## src/source/fpu_pkg.sv

```systemverilog
package fpu_pkg;

  // ---------------------------------------------------------------------
  // Datapath configuration
  // ---------------------------------------------------------------------
  localparam int unsigned FLEN            = 32;
  localparam int unsigned HALF_W          = 16;
  localparam int unsigned NUM_OPERANDS    = 2;
  localparam int unsigned NUM_GROUPS      = 2;
  localparam int unsigned SIGN_PIPE_DEPTH = 1;
  localparam int unsigned CMP_PIPE_DEPTH  = 2;

  // Mantissa widths of the two formats
  localparam int unsigned FP32_MAN_W = 23;
  localparam int unsigned FP16_MAN_W = 10;

  typedef enum logic [3:0] {
    SGNJ, SGNJN, SGNJX, CLASS, MIN, MAX, FEQ, FLT, FLE
  } operation_e;

  typedef enum logic {
    FP32, FP16
  } fp_format_e;

  typedef enum logic {
    SIGN, CMP
  } opgroup_e;

  typedef struct packed {
    logic NV;
    logic DZ;
    logic OF;
    logic UF;
    logic NX;
  } status_t;

  typedef logic [0:NUM_OPERANDS-1][FLEN-1:0] operands_t;
  typedef logic [0:NUM_OPERANDS-1]           boxed_t;

  // Decoded fields of a value, at the width of its format
  typedef struct packed {
    logic sign;
    logic exp_ones;
    logic exp_zero;
    logic man_zero;
    logic quiet;
  } fp_fields_t;

  // ---------------------------------------------------------------------
  // Helper functions
  // ---------------------------------------------------------------------
  function automatic opgroup_e get_opgroup(operation_e op);
    case (op)
      SGNJ, SGNJN, SGNJX, CLASS: return SIGN;
      default:                   return CMP;
    endcase
  endfunction

  function automatic int unsigned fp_width(fp_format_e fmt);
    return (fmt == FP16) ? HALF_W : FLEN;
  endfunction

  function automatic fp_fields_t unpack_fields(logic [FLEN-1:0] value, fp_format_e fmt);
    fp_fields_t f;
    f.sign = value[fp_width(fmt)-1];
    if (fmt == FP16) begin
      f.exp_ones = &value[HALF_W-2:FP16_MAN_W];
      f.exp_zero = ~|value[HALF_W-2:FP16_MAN_W];
      f.man_zero = ~|value[FP16_MAN_W-1:0];
      f.quiet    = value[FP16_MAN_W-1];
    end else begin
      f.exp_ones = &value[FLEN-2:FP32_MAN_W];
      f.exp_zero = ~|value[FLEN-2:FP32_MAN_W];
      f.man_zero = ~|value[FP32_MAN_W-1:0];
      f.quiet    = value[FP32_MAN_W-1];
    end
    return f;
  endfunction

  function automatic logic is_nan(logic [FLEN-1:0] value, fp_format_e fmt);
    fp_fields_t f;
    f = unpack_fields(value, fmt);
    return f.exp_ones & ~f.man_zero;
  endfunction

  function automatic logic is_snan(logic [FLEN-1:0] value, fp_format_e fmt);
    return is_nan(value, fmt) & ~unpack_fields(value, fmt).quiet;
  endfunction

  // RISC-V class mask, bit 0 is -inf and bit 9 is quiet NaN
  function automatic logic [9:0] classify_mask(logic [FLEN-1:0] value, fp_format_e fmt);
    fp_fields_t f;
    logic [9:0] mask;
    f    = unpack_fields(value, fmt);
    mask = '0;
    if (is_nan(value, fmt)) begin
      mask[9] = f.quiet;
      mask[8] = ~f.quiet;
    end else if (f.exp_ones) begin
      mask[f.sign ? 0 : 7] = 1'b1;
    end else if (f.exp_zero && f.man_zero) begin
      mask[f.sign ? 3 : 4] = 1'b1;
    end else if (f.exp_zero) begin
      mask[f.sign ? 2 : 5] = 1'b1;
    end else begin
      mask[f.sign ? 1 : 6] = 1'b1;
    end
    return mask;
  endfunction

  function automatic logic [FLEN-1:0] canonical_nan(fp_format_e fmt);
    return (fmt == FP16) ? 32'hFFFF_7E00 : 32'h7FC0_0000;
  endfunction

endpackage

```

## src/source/fpu_cmp_group.sv

```systemverilog
`timescale 1ns/100ps

module fpu_cmp_group #(
  parameter type TagType = logic
) (
  input  logic                      clk_i,
  input  logic                      arst_n_i,
  input  logic                      flush_i,
  input  fpu_pkg::operands_t        operands_i,
  input  fpu_pkg::boxed_t           boxed_i,
  input  fpu_pkg::operation_e       op_i,
  input  fpu_pkg::fp_format_e       fmt_i,
  input  TagType                    tag_i,
  input  logic                      in_valid_i,
  output logic                      in_ready_o,
  output logic [fpu_pkg::FLEN-1:0]  result_o,
  output fpu_pkg::status_t          status_o,
  output TagType                    tag_o,
  output logic                      out_valid_o,
  input  logic                      out_ready_i,
  output logic                      busy_o
);

  import fpu_pkg::*;

  typedef struct packed {
    logic [FLEN-1:0] result;
    status_t         status;
    TagType          tag;
  } out_t;

  logic [FLEN-1:0] opa;
  logic [FLEN-1:0] opb;
  logic [FLEN-1:0] mag_mask;
  logic [FLEN-1:0] mag_a;
  logic [FLEN-1:0] mag_b;
  logic            sign_a;
  logic            sign_b;
  logic            any_nan;
  logic            any_snan;
  logic            both_zero;
  logic            ident;
  logic            less;
  out_t            res_d;
  out_t            res_q;

  assign opa = boxed_i[0] ? operands_i[0] : canonical_nan(fmt_i);
  assign opb = boxed_i[1] ? operands_i[1] : canonical_nan(fmt_i);

  // ---------------------------------------------------------------------
  // Ordering of the two operands
  // ---------------------------------------------------------------------
  assign mag_mask  = {FLEN{1'b1}} >> (FLEN - fp_width(fmt_i) + 1);
  assign mag_a     = opa & mag_mask;
  assign mag_b     = opb & mag_mask;
  assign sign_a    = opa[fp_width(fmt_i)-1];
  assign sign_b    = opb[fp_width(fmt_i)-1];
  assign any_nan   = is_nan(opa, fmt_i) | is_nan(opb, fmt_i);
  assign any_snan  = is_snan(opa, fmt_i) | is_snan(opb, fmt_i);
  assign both_zero = (mag_a == '0) && (mag_b == '0);
  assign ident     = (opa == opb);

  // A below B, where -0 sorts below +0
  assign less = (sign_a != sign_b) ? sign_a :
                sign_a ? (mag_a > mag_b) : (mag_a < mag_b);

  always_comb begin
    res_d        = '0;
    res_d.tag    = tag_i;
    case (op_i)
      MIN, MAX: begin
        res_d.status.NV = any_snan;
        if (is_nan(opa, fmt_i) && is_nan(opb, fmt_i)) begin
          res_d.result = canonical_nan(fmt_i);
        end else if (is_nan(opa, fmt_i)) begin
          res_d.result = opb;
        end else if (is_nan(opb, fmt_i)) begin
          res_d.result = opa;
        end else begin
          res_d.result = (less ^ (op_i == MAX)) ? opa : opb;
        end
      end
      FEQ: begin
        res_d.status.NV = any_snan;
        res_d.result[0] = ~any_nan & (ident | both_zero);
      end
      FLT: begin
        res_d.status.NV = any_nan;
        res_d.result[0] = ~any_nan & less & ~both_zero;
      end
      default: begin
        res_d.status.NV = any_nan;
        res_d.result[0] = ~any_nan & (less | ident | both_zero);
      end
    endcase
  end

  fpu_pipe #(
    .payload_t ( out_t          ),
    .DEPTH     ( CMP_PIPE_DEPTH )
  ) i_pipe (
    .clk_i,
    .arst_n_i,
    .flush_i,
    .data_i    ( res_d       ),
    .valid_i   ( in_valid_i  ),
    .ready_o   ( in_ready_o  ),
    .data_o    ( res_q       ),
    .valid_o   ( out_valid_o ),
    .ready_i   ( out_ready_i ),
    .busy_o
  );

  assign result_o = res_q.result;
  assign status_o = res_q.status;
  assign tag_o    = res_q.tag;

endmodule

```

## src/source/fpu_pipe.sv

```systemverilog
`timescale 1ns/100ps

module fpu_pipe #(
  parameter type         payload_t = logic,
  parameter int unsigned DEPTH     = 1
) (
  input  logic     clk_i,
  input  logic     arst_n_i,
  input  logic     flush_i,
  input  payload_t data_i,
  input  logic     valid_i,
  output logic     ready_o,
  output payload_t data_o,
  output logic     valid_o,
  input  logic     ready_i,
  output logic     busy_o
);

  logic [DEPTH-1:0] valid_q;
  payload_t         data_q [DEPTH];
  logic [DEPTH-1:0] stage_in_valid;
  payload_t         stage_in_data [DEPTH];
  logic [DEPTH:0]   stage_ready;

  // Each stage is fed by the one before it, the first by the input port
  always_comb begin
    stage_in_valid[0] = valid_i;
    stage_in_data[0]  = data_i;
    for (int i = 1; i < DEPTH; i++) begin
      stage_in_valid[i] = valid_q[i-1];
      stage_in_data[i]  = data_q[i-1];
    end
  end

  // A stage can load when it is empty or its content moves on
  always_comb begin
    stage_ready[DEPTH] = ready_i;
    for (int i = DEPTH - 1; i >= 0; i--) begin
      stage_ready[i] = ~valid_q[i] | stage_ready[i+1];
    end
  end

  always_ff @(posedge clk_i or negedge arst_n_i) begin
    if (!arst_n_i) begin
      valid_q <= '0;
    end else if (flush_i) begin
      valid_q <= '0;
    end else begin
      for (int i = 0; i < DEPTH; i++) begin
        if (stage_ready[i]) begin
          valid_q[i] <= stage_in_valid[i];
        end
      end
    end
  end

  always_ff @(posedge clk_i) begin
    for (int i = 0; i < DEPTH; i++) begin
      if (stage_ready[i] && stage_in_valid[i]) begin
        data_q[i] <= stage_in_data[i];
      end
    end
  end

  assign ready_o = stage_ready[0];
  assign valid_o = valid_q[DEPTH-1];
  assign data_o  = data_q[DEPTH-1];
  assign busy_o  = |valid_q;

endmodule

```

## src/source/fpu_rr_arbiter.sv

```systemverilog
`timescale 1ns/100ps

module fpu_rr_arbiter #(
  parameter type         payload_t = logic,
  parameter int unsigned N         = 2
) (
  input  logic         clk_i,
  input  logic         arst_n_i,
  input  logic         flush_i,
  input  payload_t     inp_data_i [N],
  input  logic [N-1:0] inp_valid_i,
  output logic [N-1:0] inp_ready_o,
  output payload_t     oup_data_o,
  output logic         oup_valid_o,
  input  logic         oup_ready_i
);

  localparam int unsigned IDX_W = (N > 1) ? $clog2(N) : 1;

  logic [IDX_W-1:0] rr_q;
  logic [IDX_W-1:0] lock_idx_q;
  logic             lock_q;
  logic [IDX_W-1:0] sel;

  // First valid input at or after the pointer, held while stalled
  always_comb begin
    int unsigned cand;
    logic        found;
    sel   = rr_q;
    found = 1'b0;
    for (int unsigned i = 0; i < N; i++) begin
      cand = int'(rr_q) + i;
      if (cand >= N) begin
        cand = cand - N;
      end
      if (!found && inp_valid_i[cand]) begin
        sel   = IDX_W'(cand);
        found = 1'b1;
      end
    end
    if (lock_q) begin
      sel = lock_idx_q;
    end
  end

  always_comb begin
    for (int unsigned i = 0; i < N; i++) begin
      inp_ready_o[i] = oup_ready_i && (sel == IDX_W'(i));
    end
  end

  assign oup_valid_o = inp_valid_i[sel];
  assign oup_data_o  = inp_data_i[sel];

  always_ff @(posedge clk_i or negedge arst_n_i) begin
    if (!arst_n_i) begin
      rr_q       <= '0;
      lock_q     <= 1'b0;
      lock_idx_q <= '0;
    end else begin
      if (oup_valid_o && oup_ready_i) begin
        rr_q   <= (sel == IDX_W'(N - 1)) ? '0 : sel + 1'b1;
        lock_q <= 1'b0;
      end else if (oup_valid_o) begin
        lock_q     <= 1'b1;
        lock_idx_q <= sel;
      end
      // Flush releases the grant, the pointer stays where it is
      if (flush_i) begin
        lock_q <= 1'b0;
      end
    end
  end

endmodule

```

## src/source/fpu_sign_group.sv

```systemverilog
`timescale 1ns/100ps

module fpu_sign_group #(
  parameter type TagType = logic
) (
  input  logic                      clk_i,
  input  logic                      arst_n_i,
  input  logic                      flush_i,
  input  fpu_pkg::operands_t        operands_i,
  input  fpu_pkg::boxed_t           boxed_i,
  input  fpu_pkg::operation_e       op_i,
  input  fpu_pkg::fp_format_e       fmt_i,
  input  TagType                    tag_i,
  input  logic                      in_valid_i,
  output logic                      in_ready_o,
  output logic [fpu_pkg::FLEN-1:0]  result_o,
  output fpu_pkg::status_t          status_o,
  output TagType                    tag_o,
  output logic                      out_valid_o,
  input  logic                      out_ready_i,
  output logic                      busy_o
);

  import fpu_pkg::*;

  typedef struct packed {
    logic [FLEN-1:0] result;
    status_t         status;
    TagType          tag;
  } out_t;

  logic [FLEN-1:0] opa;
  logic [FLEN-1:0] opb;
  logic            new_sign;
  out_t            res_d;
  out_t            res_q;

  // Unboxed inputs are replaced by the canonical NaN
  assign opa = boxed_i[0] ? operands_i[0] : canonical_nan(fmt_i);
  assign opb = boxed_i[1] ? operands_i[1] : canonical_nan(fmt_i);

  always_comb begin
    case (op_i)
      SGNJN:   new_sign = ~opb[fp_width(fmt_i)-1];
      SGNJX:   new_sign = opa[fp_width(fmt_i)-1] ^ opb[fp_width(fmt_i)-1];
      default: new_sign = opb[fp_width(fmt_i)-1];
    endcase

    res_d.status = '0;
    res_d.tag    = tag_i;
    if (op_i == CLASS) begin
      res_d.result = FLEN'(classify_mask(opa, fmt_i));
    end else if (fmt_i == FP16) begin
      // Magnitude of A with the new sign, boxed again
      res_d.result = {{(FLEN-HALF_W){1'b1}}, new_sign, opa[HALF_W-2:0]};
    end else begin
      res_d.result = {new_sign, opa[FLEN-2:0]};
    end
  end

  fpu_pipe #(
    .payload_t ( out_t           ),
    .DEPTH     ( SIGN_PIPE_DEPTH )
  ) i_pipe (
    .clk_i,
    .arst_n_i,
    .flush_i,
    .data_i    ( res_d       ),
    .valid_i   ( in_valid_i  ),
    .ready_o   ( in_ready_o  ),
    .data_o    ( res_q       ),
    .valid_o   ( out_valid_o ),
    .ready_i   ( out_ready_i ),
    .busy_o
  );

  assign result_o = res_q.result;
  assign status_o = res_q.status;
  assign tag_o    = res_q.tag;

endmodule

```

## src/source/fpu_top.sv

```systemverilog
`timescale 1ns/100ps

module fpu_top #(
  parameter type TagType = logic
) (
  input  logic                      clk_i,
  input  logic                      arst_n_i,
  // Request
  input  fpu_pkg::operands_t        operands_i,
  input  fpu_pkg::operation_e       op_i,
  input  fpu_pkg::fp_format_e       fmt_i,
  input  TagType                    tag_i,
  input  logic                      in_valid_i,
  output logic                      in_ready_o,
  input  logic                      flush_i,
  // Answer
  output logic [fpu_pkg::FLEN-1:0]  result_o,
  output fpu_pkg::status_t          status_o,
  output TagType                    tag_o,
  output logic                      out_valid_o,
  input  logic                      out_ready_i,
  output logic                      busy_o
);

  import fpu_pkg::*;

  typedef struct packed {
    logic [FLEN-1:0] result;
    status_t         status;
    TagType          tag;
  } output_t;

  opgroup_e                group;
  boxed_t                  boxed;
  logic [NUM_GROUPS-1:0]   grp_in_valid;
  logic [NUM_GROUPS-1:0]   grp_in_ready;
  logic [NUM_GROUPS-1:0]   grp_out_valid;
  logic [NUM_GROUPS-1:0]   grp_out_ready;
  logic [NUM_GROUPS-1:0]   grp_busy;
  output_t                 grp_out [NUM_GROUPS];
  output_t                 arb_out;

  // ---------------------------------------------------------------------
  // Decode and NaN-box check
  // ---------------------------------------------------------------------
  assign group = get_opgroup(op_i);

  always_comb begin
    for (int i = 0; i < NUM_OPERANDS; i++) begin
      boxed[i] = (fmt_i == FP32) || (&operands_i[i][FLEN-1:HALF_W]);
    end
  end

  always_comb begin
    for (int g = 0; g < NUM_GROUPS; g++) begin
      grp_in_valid[g] = in_valid_i && (group == opgroup_e'(g));
    end
  end

  assign in_ready_o = in_valid_i & grp_in_ready[group];

  // ---------------------------------------------------------------------
  // Operation groups
  // ---------------------------------------------------------------------
  fpu_sign_group #(
    .TagType ( TagType )
  ) i_sign_group (
    .clk_i,
    .arst_n_i,
    .flush_i,
    .operands_i,
    .boxed_i     ( boxed                   ),
    .op_i,
    .fmt_i,
    .tag_i,
    .in_valid_i  ( grp_in_valid[SIGN]      ),
    .in_ready_o  ( grp_in_ready[SIGN]      ),
    .result_o    ( grp_out[SIGN].result    ),
    .status_o    ( grp_out[SIGN].status    ),
    .tag_o       ( grp_out[SIGN].tag       ),
    .out_valid_o ( grp_out_valid[SIGN]     ),
    .out_ready_i ( grp_out_ready[SIGN]     ),
    .busy_o      ( grp_busy[SIGN]          )
  );

  fpu_cmp_group #(
    .TagType ( TagType )
  ) i_cmp_group (
    .clk_i,
    .arst_n_i,
    .flush_i,
    .operands_i,
    .boxed_i     ( boxed                  ),
    .op_i,
    .fmt_i,
    .tag_i,
    .in_valid_i  ( grp_in_valid[CMP]      ),
    .in_ready_o  ( grp_in_ready[CMP]      ),
    .result_o    ( grp_out[CMP].result    ),
    .status_o    ( grp_out[CMP].status    ),
    .tag_o       ( grp_out[CMP].tag       ),
    .out_valid_o ( grp_out_valid[CMP]     ),
    .out_ready_i ( grp_out_ready[CMP]     ),
    .busy_o      ( grp_busy[CMP]          )
  );

  // Merge of the group results
  fpu_rr_arbiter #(
    .payload_t ( output_t   ),
    .N         ( NUM_GROUPS )
  ) i_arbiter (
    .clk_i,
    .arst_n_i,
    .flush_i,
    .inp_data_i  ( grp_out       ),
    .inp_valid_i ( grp_out_valid ),
    .inp_ready_o ( grp_out_ready ),
    .oup_data_o  ( arb_out       ),
    .oup_valid_o ( out_valid_o   ),
    .oup_ready_i ( out_ready_i   )
  );

  assign result_o = arb_out.result;
  assign status_o = arb_out.status;
  assign tag_o    = arb_out.tag;
  assign busy_o   = |grp_busy;

endmodule

```

## config.mk

```make
export PLATFORM = sky130hd
export DESIGN_NAME = fpu_top
export DESIGN_NICKNAME = d
export VERILOG_FILES = /design/src/source/fpu_pkg.sv /design/src/source/fpu_cmp_group.sv /design/src/source/fpu_pipe.sv /design/src/source/fpu_rr_arbiter.sv /design/src/source/fpu_sign_group.sv /design/src/source/fpu_top.sv
export SDC_FILE = /design/constraint.sdc
export NUM_CORES = 1
export LEC_CHECK = 0
export ABC_AREA = 1
export ABC_CLOCK_PERIOD_IN_PS = 7400
export BUFFER_PORTS_ARGS = -buffer_cell sky130_fd_sc_hd__buf_4
export CAP_MARGIN = 30
export CORE_ASPECT_RATIO = 2
export CORE_UTILIZATION = 45
export CTS_CLUSTER_DIAMETER = 50
export DETAILED_ROUTE_END_ITERATION = 10
export PLACE_DENSITY_LB_ADDON = 0.3
export RECOVER_POWER = 50
export SLEW_MARGIN = 20
export SYNTH_ARGS = -nofsm -noshare
export SYNTH_HDL_FRONTEND = slang
export SYNTH_SLANG_ARGS = --single-unit
```

## constraint.sdc

```tcl
create_clock -name clk_i -period 7.4 [get_ports clk_i]
set_clock_uncertainty 0.05 [all_clocks]
set_input_delay 1.11 -clock clk_i [delete_from_list [all_inputs] [get_ports clk_i]]
set_output_delay 1.11 -clock clk_i [all_outputs]
set_load 0.03 [all_outputs]
```

==> results of run 1 <==
-- layout make-up --
type | count | area [µm²] | share of cell area (%)
Clock buffer | 10 | 229 | 2.76
Tap cell | 198 | 248 | 2.99
Timing Repair Buffer | 119 | 871 | 10.5
Multi-Input combinational cell | 675 | 3270 | 39.4
Sequential cell | 107 | 3180 | 38.4
Inverter | 119 | 447 | 5.39
Clock inverter | 6 | 48.8 | 0.589
-- layout by cell type, fill, tap and decap left out, types with 4 or more instances in the layout --
| cell | instances |
|---|---|
| edfxtp_1 | 101 |
| conb_1 | 4 |
| nand2_1 | 279 |
| dfrtp_1 | 6 |
| nor3_1 | 12 |
| clkbuf_1 | 9 |
| buf_4 | 109 |
| nand4_1 | 9 |
| nand3_1 | 67 |
| nor2_2 | 7 |
| clkbuf_16 | 9 |
| inv_1 | 113 |
| a21oi_1 | 49 |
| nor2_1 | 135 |
| o21ai_0 | 44 |
| o41ai_1 | 5 |
| ha_1 | 31 |
| inv_2 | 5 |
-- worst max-delay path: cells and delay by family, from the launching register on --
family	cells	cell delay, ns
buffers and inverters	6	3.02
AO/OA/AOI/OAI	4	0.47
flip-flops	1	0.37
AND/OR/NAND/NOR	2	0.30
-- state kept, by name, summed over array words and instances, names as in the netlist --
signal and count:
i_arbiter.rr_q 1, i_arbiter.lock_q 1, i_sign_group.i_pipe.busy_o 1, i_sign_group.i_pipe.data_q 33
i_arbiter.lock_idx_q 1, i_cmp_group.i_pipe.valid_q 2, i_cmp_group.i_pipe.data_q 68
-- power by group through the flow --
stage	Combinational [mW]	Sequential (mW)	Clock [mW]
6_report	0.738	0.717	0.435
4_1_cts	0.745	0.716	0.445
3_5_place_dp	0.743	0.730	0
5_1_grt	0.810	0.720	0.464
3_3_place_gp	0.741	0.728	0
2_1_floorplan	0.484	0.727	0
-- layer usage --
layer	vias up	track usage [%]	share of wire (%)
met5	-	0	0
met4	0	17.2	6.7
met1	2906	28.8	38
met3	70	1.61	4.1
li1	3241	-	-
met2	275	45.2	51
-- how the worst max path moves through the flow --
stage | slack [ns] | from | end | cells after the start
final | 1.71 | i_cmp_group.i_pipe.valid_q[1] | in_ready_o | 12
after global routing | 1.08 | i_cmp_group.i_pipe.valid_q[1] | in_ready_o | 12
after CTS | 2.11 | fmt_i | i_cmp_group.i_pipe.data_q[0][14] | 22
after detailed placement | 1.75 | fmt_i | i_cmp_group.i_pipe.data_q[0][21] | 22
after global placement | 1.80 | fmt_i | i_cmp_group.i_pipe.data_q[0][21] | 22
after floorplan | 3.38 | operands_i[17] | i_cmp_group.i_pipe.data_q[0][14] | 26
-- logic make-up (layout without fill, tap and decap cells) --
family | count (synthesis) | count (layout) | share of synthesized area, %
simple gates | 524 | 524 | 31.1
buf+inv | 156 | 254 | 9.27
compound gates | 114 | 114 | 8.97
flops | 107 | 107 | 44.9
fa+ha+maj | 31 | 31 | 5.47
xor+xnor | 2 | 2 | 0.247
other cells | 1 | 4 | 0.0529
-- through the flow --
step | worst slack (ns) | cell area [µm²] | utilization (%)
after floorplan | 3.38 | 7100 | -
after global placement | 1.80 | 8030 | 52.2
after detailed placement | 1.75 | 8030 | 52.2
after CTS | 2.11 | 8310 | 54.1
after global routing | 1.08 | 8290 | 53.9
final | 1.71 | 8290 | 53.9
==> summary.txt, run 1 <==
Place
  – Inst Count DP: 1217
  – DP Wirelength: 16500 µm
  – Routability cong.: 1.01
  – Port bufs: 111

Routing
  – Antenna viol nets, final: 0
  – Post-Route WL: 20400 µm
  – DR WL/cell: 16.6 µm
  – Total number of vias: 6492
  – Routed vias/inst: 5.26
  – DRC viols: 0
  – DRT iter0 DRCs: 512
  – TritonRoute pass-1 iters: 5

Clocking
  – H-tree levels: 3
  – # hold bufs at CTS: 0
  – Later-pin clock latency in the skew report: 0.33 ns
  – Clock-pin slew on the worst setup and hold paths: 0.07 ns
  – Sinks on Clock Net: 107
  – CTS tree: built
  – CTS Buf Count: 9
  – Post-CTS Setup Inserts: 0
  – Post-CTS sizing: 0
  – Max clock buf depth: 2
  – Clock root cell: clkbuf_16

Timing
  – Crit share post-route: 76.8%
  – Setup TNS: 0 ns
  – Final Hold Fails: 0
  – Slew at the pin closest to its max-slew limit: 1.92 ns
  – # setup viols final: 0
  – Slew margin rel.: -27.9%
  – Period minus WS final: 5.69 ns
  – Unrepaired setup endpoints after global routing: false
  – F_max: 176 MHz
  – Worst hold slack: 0.369 ns
  – Pins Over Slew Limit: 108

Run status
  – Outcome: finished, violations left
  – Failing checks: capacitance limit, slew limit

Logic synthesis
  – Biggest area consumer among synthesized cells: edfxtp_1
  – Warnings, synthesis: 0
  – Ys flop type: edfxtp_1
  – Syn Area/Cell: 7.58 µm²
  – Most numerous cell in the Yosys netlist: nand2_1
  – Synth top area share: 42.8%
  – Yosys reg bits: 107
  – Top cells by count, synth: nand2_1 (279), nor2_1 (137), inv_1 (113), edfxtp_1 (101), nand3_1 (67)
  – Async set-reset flop share out of synthesis: 5.61%
  – Gate count of the mapped netlist: 935
  – Synthesized area: 7090 µm²
  – Post-synth EDFFs: 101
  – Synth cell types: 43
  – Top post-synthesis cells by area: edfxtp_1 (43%), nand2_1 (15%), nor2_1 (7.3%)
  – Sequential share of the synthesized area: 44.9%

GRT
  – First-pass GRT wire length: 32200 µm
  – GRT Total Usage: 25.5%
  – Total gr overflow: 0
  – Largest net degree at the start of global routing: 54
  – Initial antenna violation count: 0
  – Vias in the first global route: 6265

Worst setup path
  – Crit-path slowest cell: clkbuf_1
  – CP Cell Sequence: inv_1 > o21ai_0 > o211ai_1 > o21ai_0 > clkbuf_1 > clkinv_1 > clkbuf_1 > nand2_1 > nand2_1 > inv_1 > o21ai_0 > buf_4
  – Crit-path max cell delay: 1.22 ns
  – Reg2reg path depth: 12
  – Crit Path Class: flop to output pin
  – Crit path DAT: 4.53 ns
  – CP required: 6.24 ns
  – Crit end category: output pin
  – Reg-to-reg slack, setup: 2.82 ns
  – Critical Path Source Type: flop
  – Most frequent cell on the critical path: o21ai_0
  – CP Max Fanout: 37
  – Reg-to-reg endpoint: i_sign_group.i_pipe.data_q[0][17]
  – Worst r2r src: i_cmp_group.i_pipe.valid_q[1]

Run
  – MaxCap Viol Count: 3

Floorplanning
  – Starting Density: 46.1%
  – I/O Pins: 116
  – DIE AREA: 16300 µm²
  – Die Ht: 180 µm
  – Die width: 90.8 µm
  – CORE AREA: 15400 µm²
  – Row count: 64

Min path
  – WHS Path Cells: 0
  – Hold path endpoint: i_cmp_group.i_pipe.data_q[0][54]
  – Hold Crit Class: flop to flop
  – Hold Crit Start: i_cmp_group.i_pipe.data_q[0][16]

Power and ir drop
  – PD cells: 228 nW/µm²
  – Register share of total power: 37.9%
  – Cell internal pwr: 1.18 mW
  – Clock power share: 23.0%
  – Tot Pwr: 1.89 mW
  – Net Sw Frac: 37.8%
  – Maximum vdd drop: 0.119 mV
  – Static Leak: 3.90 nW
  – Logic pwr share: 39.0%
  – NetSw: 0.716 mW

Layout
  – Layout Cells excl Fill: 1234
  – Diode count: 0
  – Layout overhead on the synthesized area: 17.0%
  – Layout cell share with drive strength beyond 1: 14.3%
  – Fillcell total: 1518
  – # nets final: 1137
Power figures use the tool's default switching activity.
==> inputs of run 2 (changes only) <==
--- a/config.mk
+++ b/config.mk
@@ -6,7 +6,7 @@
 export NUM_CORES = 1
 export LEC_CHECK = 0
 export ABC_AREA = 1
-export ABC_CLOCK_PERIOD_IN_PS = 7400
+export ABC_CLOCK_PERIOD_IN_PS = 5600
 export BUFFER_PORTS_ARGS = -buffer_cell sky130_fd_sc_hd__buf_4
 export CAP_MARGIN = 30
 export CORE_ASPECT_RATIO = 2
==> constraint.sdc (replaced) <==
create_clock -name clk_i -period 5.6 [get_ports clk_i]
set_clock_uncertainty 0.05 [all_clocks]
set_input_delay 0.84 -clock clk_i [delete_from_list [all_inputs] [get_ports clk_i]]
set_output_delay 0.84 -clock clk_i [all_outputs]
set_load 0.03 [all_outputs]
==> run 2 against run 1 <==
Net effect:
- the flow still finishes with violations (capacitance limit, slew limit)
- cell count increased by 0.24%
- register-to-register slack worse by 0.75 ns
- sequential power increased by 32%
- sequential share of layout area shrank 0.16 points
- largest cell class unchanged
- total power up 33%
- via count fell by 0.60%
- global-route usage up 0.77 points
- die area unchanged
- highest routed layer unchanged
- clock-buffer cell count did not move
- critical endpoint is now i_cmp_group.i_pipe.data_q[0][21]
- design area rose by 0.41%
- worst setup slack worse by 0.69 ns
- utilization up 0.22 points
==> summary.txt, run 2 (synthesis gave the netlist of run 1 again) <==
Clocking
  – CTS tree: built
  – Clock root cell: clkbuf_16
  – Later-pin clock latency in the skew report: 0.34 ns (about the same)
  – Sinks on Clock Net: 107 (unchanged)
  – Max clock buf depth: 2 (unchanged)
  – Clock-pin slew on the worst setup and hold paths: 0.07 ns (about the same)
  – Post-CTS sizing: 0 (unchanged)
  – H-tree levels: 3 (unchanged)
  – Post-CTS Setup Inserts: 0 (unchanged)
  – # hold bufs at CTS: 0 (unchanged)
  – CTS Buf Count: 9 (unchanged)

GRT
  – Total gr overflow: 0 (unchanged)
  – First-pass GRT wire length: 32900 µm (+2.1%)
  – Vias in the first global route: 6340 (+1.2%)
  – Initial antenna violation count: 0 (unchanged)
  – Largest net degree at the start of global routing: 41 (-24%)
  – GRT Total Usage: 26.2% (+0.77 points)

Floorplanning
  – Row count: 64 (unchanged)
  – DIE AREA: 16300 µm² (unchanged)
  – I/O Pins: 116 (unchanged)
  – Die width: 90.8 µm (unchanged)
  – CORE AREA: 15400 µm² (unchanged)
  – Starting Density: 46.1% (unchanged)
  – Die Ht: 180 µm (unchanged)

Timing
  – Period minus WS final: 4.58 ns
  – F_max: 219 MHz
  – Crit share post-route: 81.7%
  – Slew margin rel.: -24.8% (+3.0 points)
  – Setup TNS: 0 ns (unchanged)
  – Slew at the pin closest to its max-slew limit: 1.87 ns (-0.0457 ns)
  – Pins Over Slew Limit: 70 (-35%)
  – # setup viols final: 0 (unchanged)
  – Unrepaired setup endpoints after global routing: false
  – Setup ws final: 1.02 ns (-0.690 ns)
  – Final Hold Fails: 0 (unchanged)

Layout
  – Fillcell total: 1571 (+3.5%)
  – Diode count: 0 (unchanged)
  – Max reg flops: 68 (unchanged)
  – Most frequent cells in the layout: nand2_1 (279), nor2_1 (135), buf_4 (115)
  – Layout cell share with drive strength beyond 1: 14.9% (+0.63 points)
  – Regs by FF count: i_cmp_group.i_pipe.data_q: 68 flops, i_sign_group.i_pipe.data_q: 33 flops, i_cmp_group.i_pipe.valid_q: 2 flops
  – Commonest non-fill, non-tap cell in the layout: nand2_1
  – Top reg by flops: i_cmp_group.i_pipe.data_q
  – # nets final: 1140 (+0.26%)
  – Layout overhead on the synthesized area: 17.4%
  – Layout Cells excl Fill: 1237 (+0.24%)

Worst setup path
  – CP Max Fanout: 40 (+8.1%)
  – Crit end category: flop
  – Critical Path Source Type: primary input
  – Crit path DAT: 4.62 ns (+0.09 ns)
  – CP required: 5.64 ns (-0.60 ns)
  – Crit Path Class: primary input to flop
  – Reg2reg path depth: 12 (unchanged)

Routing
  – DRC viols: 0 (unchanged)
  – Routed vias/inst: 5.22 (-0.84%)
  – Post-Route WL: 20900 µm (+2.0%)
  – DR WL/cell: 16.9 µm (+1.8%)
  – TritonRoute pass-1 iters: 5 (unchanged)
  – Antenna viol nets, final: 0 (unchanged)
  – DRT iter0 DRCs: 532 (+3.9%)
  – Total number of vias: 6453 (-0.60%)

Place
  – Routability cong.: 0.995 (-1.7%)
  – Port bufs: 111 (unchanged)
  – Inst Count DP: 1221 (+0.33%)
  – Worst slack at placement: 0.744 ns (-1.01 ns)
  – DP Wirelength: 16900 µm (+2.8%)

Run status
  – Outcome: finished, violations left
  – Failing checks: capacitance limit, slew limit

Min path
  – Hold Crit Class: primary input to asynchronous set/reset pin

Power and ir drop
  – Static Leak: 3.93 nW (+0.63%)
  – Maximum vdd drop: 0.155 mV (+30%)
  – PD cells: 303 nW/µm² (+33%)

Run
  – MaxCap Viol Count: 2 (-1)
[run 2: changes by cell type in the layout (fill, tap and decap cells not counted), sizes merged]
| cell | before | now |
|---|---|---|
| buf | 110 | 115 |
| clkbuf | 19 | 17 |
[run 2: final timing paths]
kind                                             startpoint                               end  slack, ns
max                                          operands_i[17]  i_cmp_group.i_pipe.data_q[0][21]       1.02
min                                                arst_n_i     i_cmp_group.i_pipe.valid_q[1]       0.31
max reg2reg                   i_cmp_group.i_pipe.valid_q[1]  i_cmp_group.i_pipe.data_q[0][30]       2.07
min reg2reg                i_cmp_group.i_pipe.data_q[0][29]  i_cmp_group.i_pipe.data_q[0][67]       0.37
max in group asynchronous                          arst_n_i     i_cmp_group.i_pipe.valid_q[0]       4.94
min in group clk_i         i_cmp_group.i_pipe.data_q[0][29]  i_cmp_group.i_pipe.data_q[0][67]       0.37
[run 2: area by class of cell]
cell class,count,area [µm²],share of cell area (%)
Multi-Input combinational cell,675,3270,39.3
Sequential cell,107,3180,38.2
Timing Repair Buffer,122,893,10.7
Inverter,119,447,5.37
Tap cell,198,248,2.98
Clock buffer,10,229,2.75
Clock inverter,6,56.3,0.676
[run 2: routing by layer]
metal,vias up,wire (µm),global-route usage [%]
li1,3235,-,-
met5,-,0,0
met4,0,1200,17.2
met2,217,10800,46.2
met1,2948,8180,30.0
met3,53,637,1.99
[run 2: through the flow]
stage / power (mW) / area (µm²) / hold WS (ns) / utilization (%)
floorplan: 1.60 / 7100 / 0.350 / -
global placement: 1.95 / 8060 / 0.352 / 52.4
detailed placement: 1.96 / 8060 / 0.355 / 52.4
CTS: 2.54 / 8350 / 0.231 / 54.3
global route: 2.66 / 8330 / 0.316 / 54.2
finish: 2.52 / 8330 / 0.310 / 54.2
[run 2: critical path, cell delays in order]
cell and delay, ns:
buf_4 0.11, nand2_1 0.05, nor2_1 0.11, nand2_1 0.13, o21ai_4 0.49, inv_1 0.37, nor2_1 0.23, inv_1 0.06
ha_1 0.27, nand4_1 0.11, nor3_1 0.22, nand2_1 0.08, nand2_1 0.06, nand2_1 0.04, nand2_1 0.08, nand2_1 0.05
nand2_1 0.07, nand2_1 0.07, nand2_1 0.14, nand3_4 0.21, nand2_4 0.38, inv_2 0.20, o21ai_0 0.18, a21oi_1 0.06
[run 2: where the power goes]
| group | internal, mW | switching [mW] |
|---|---|---|
| Combinational | 0.313 | 0.669 |
| Clock | 0.311 | 0.280 |
| Sequential | 0.935 | 0.0122 |
| Total | 1.56 | 0.962 |
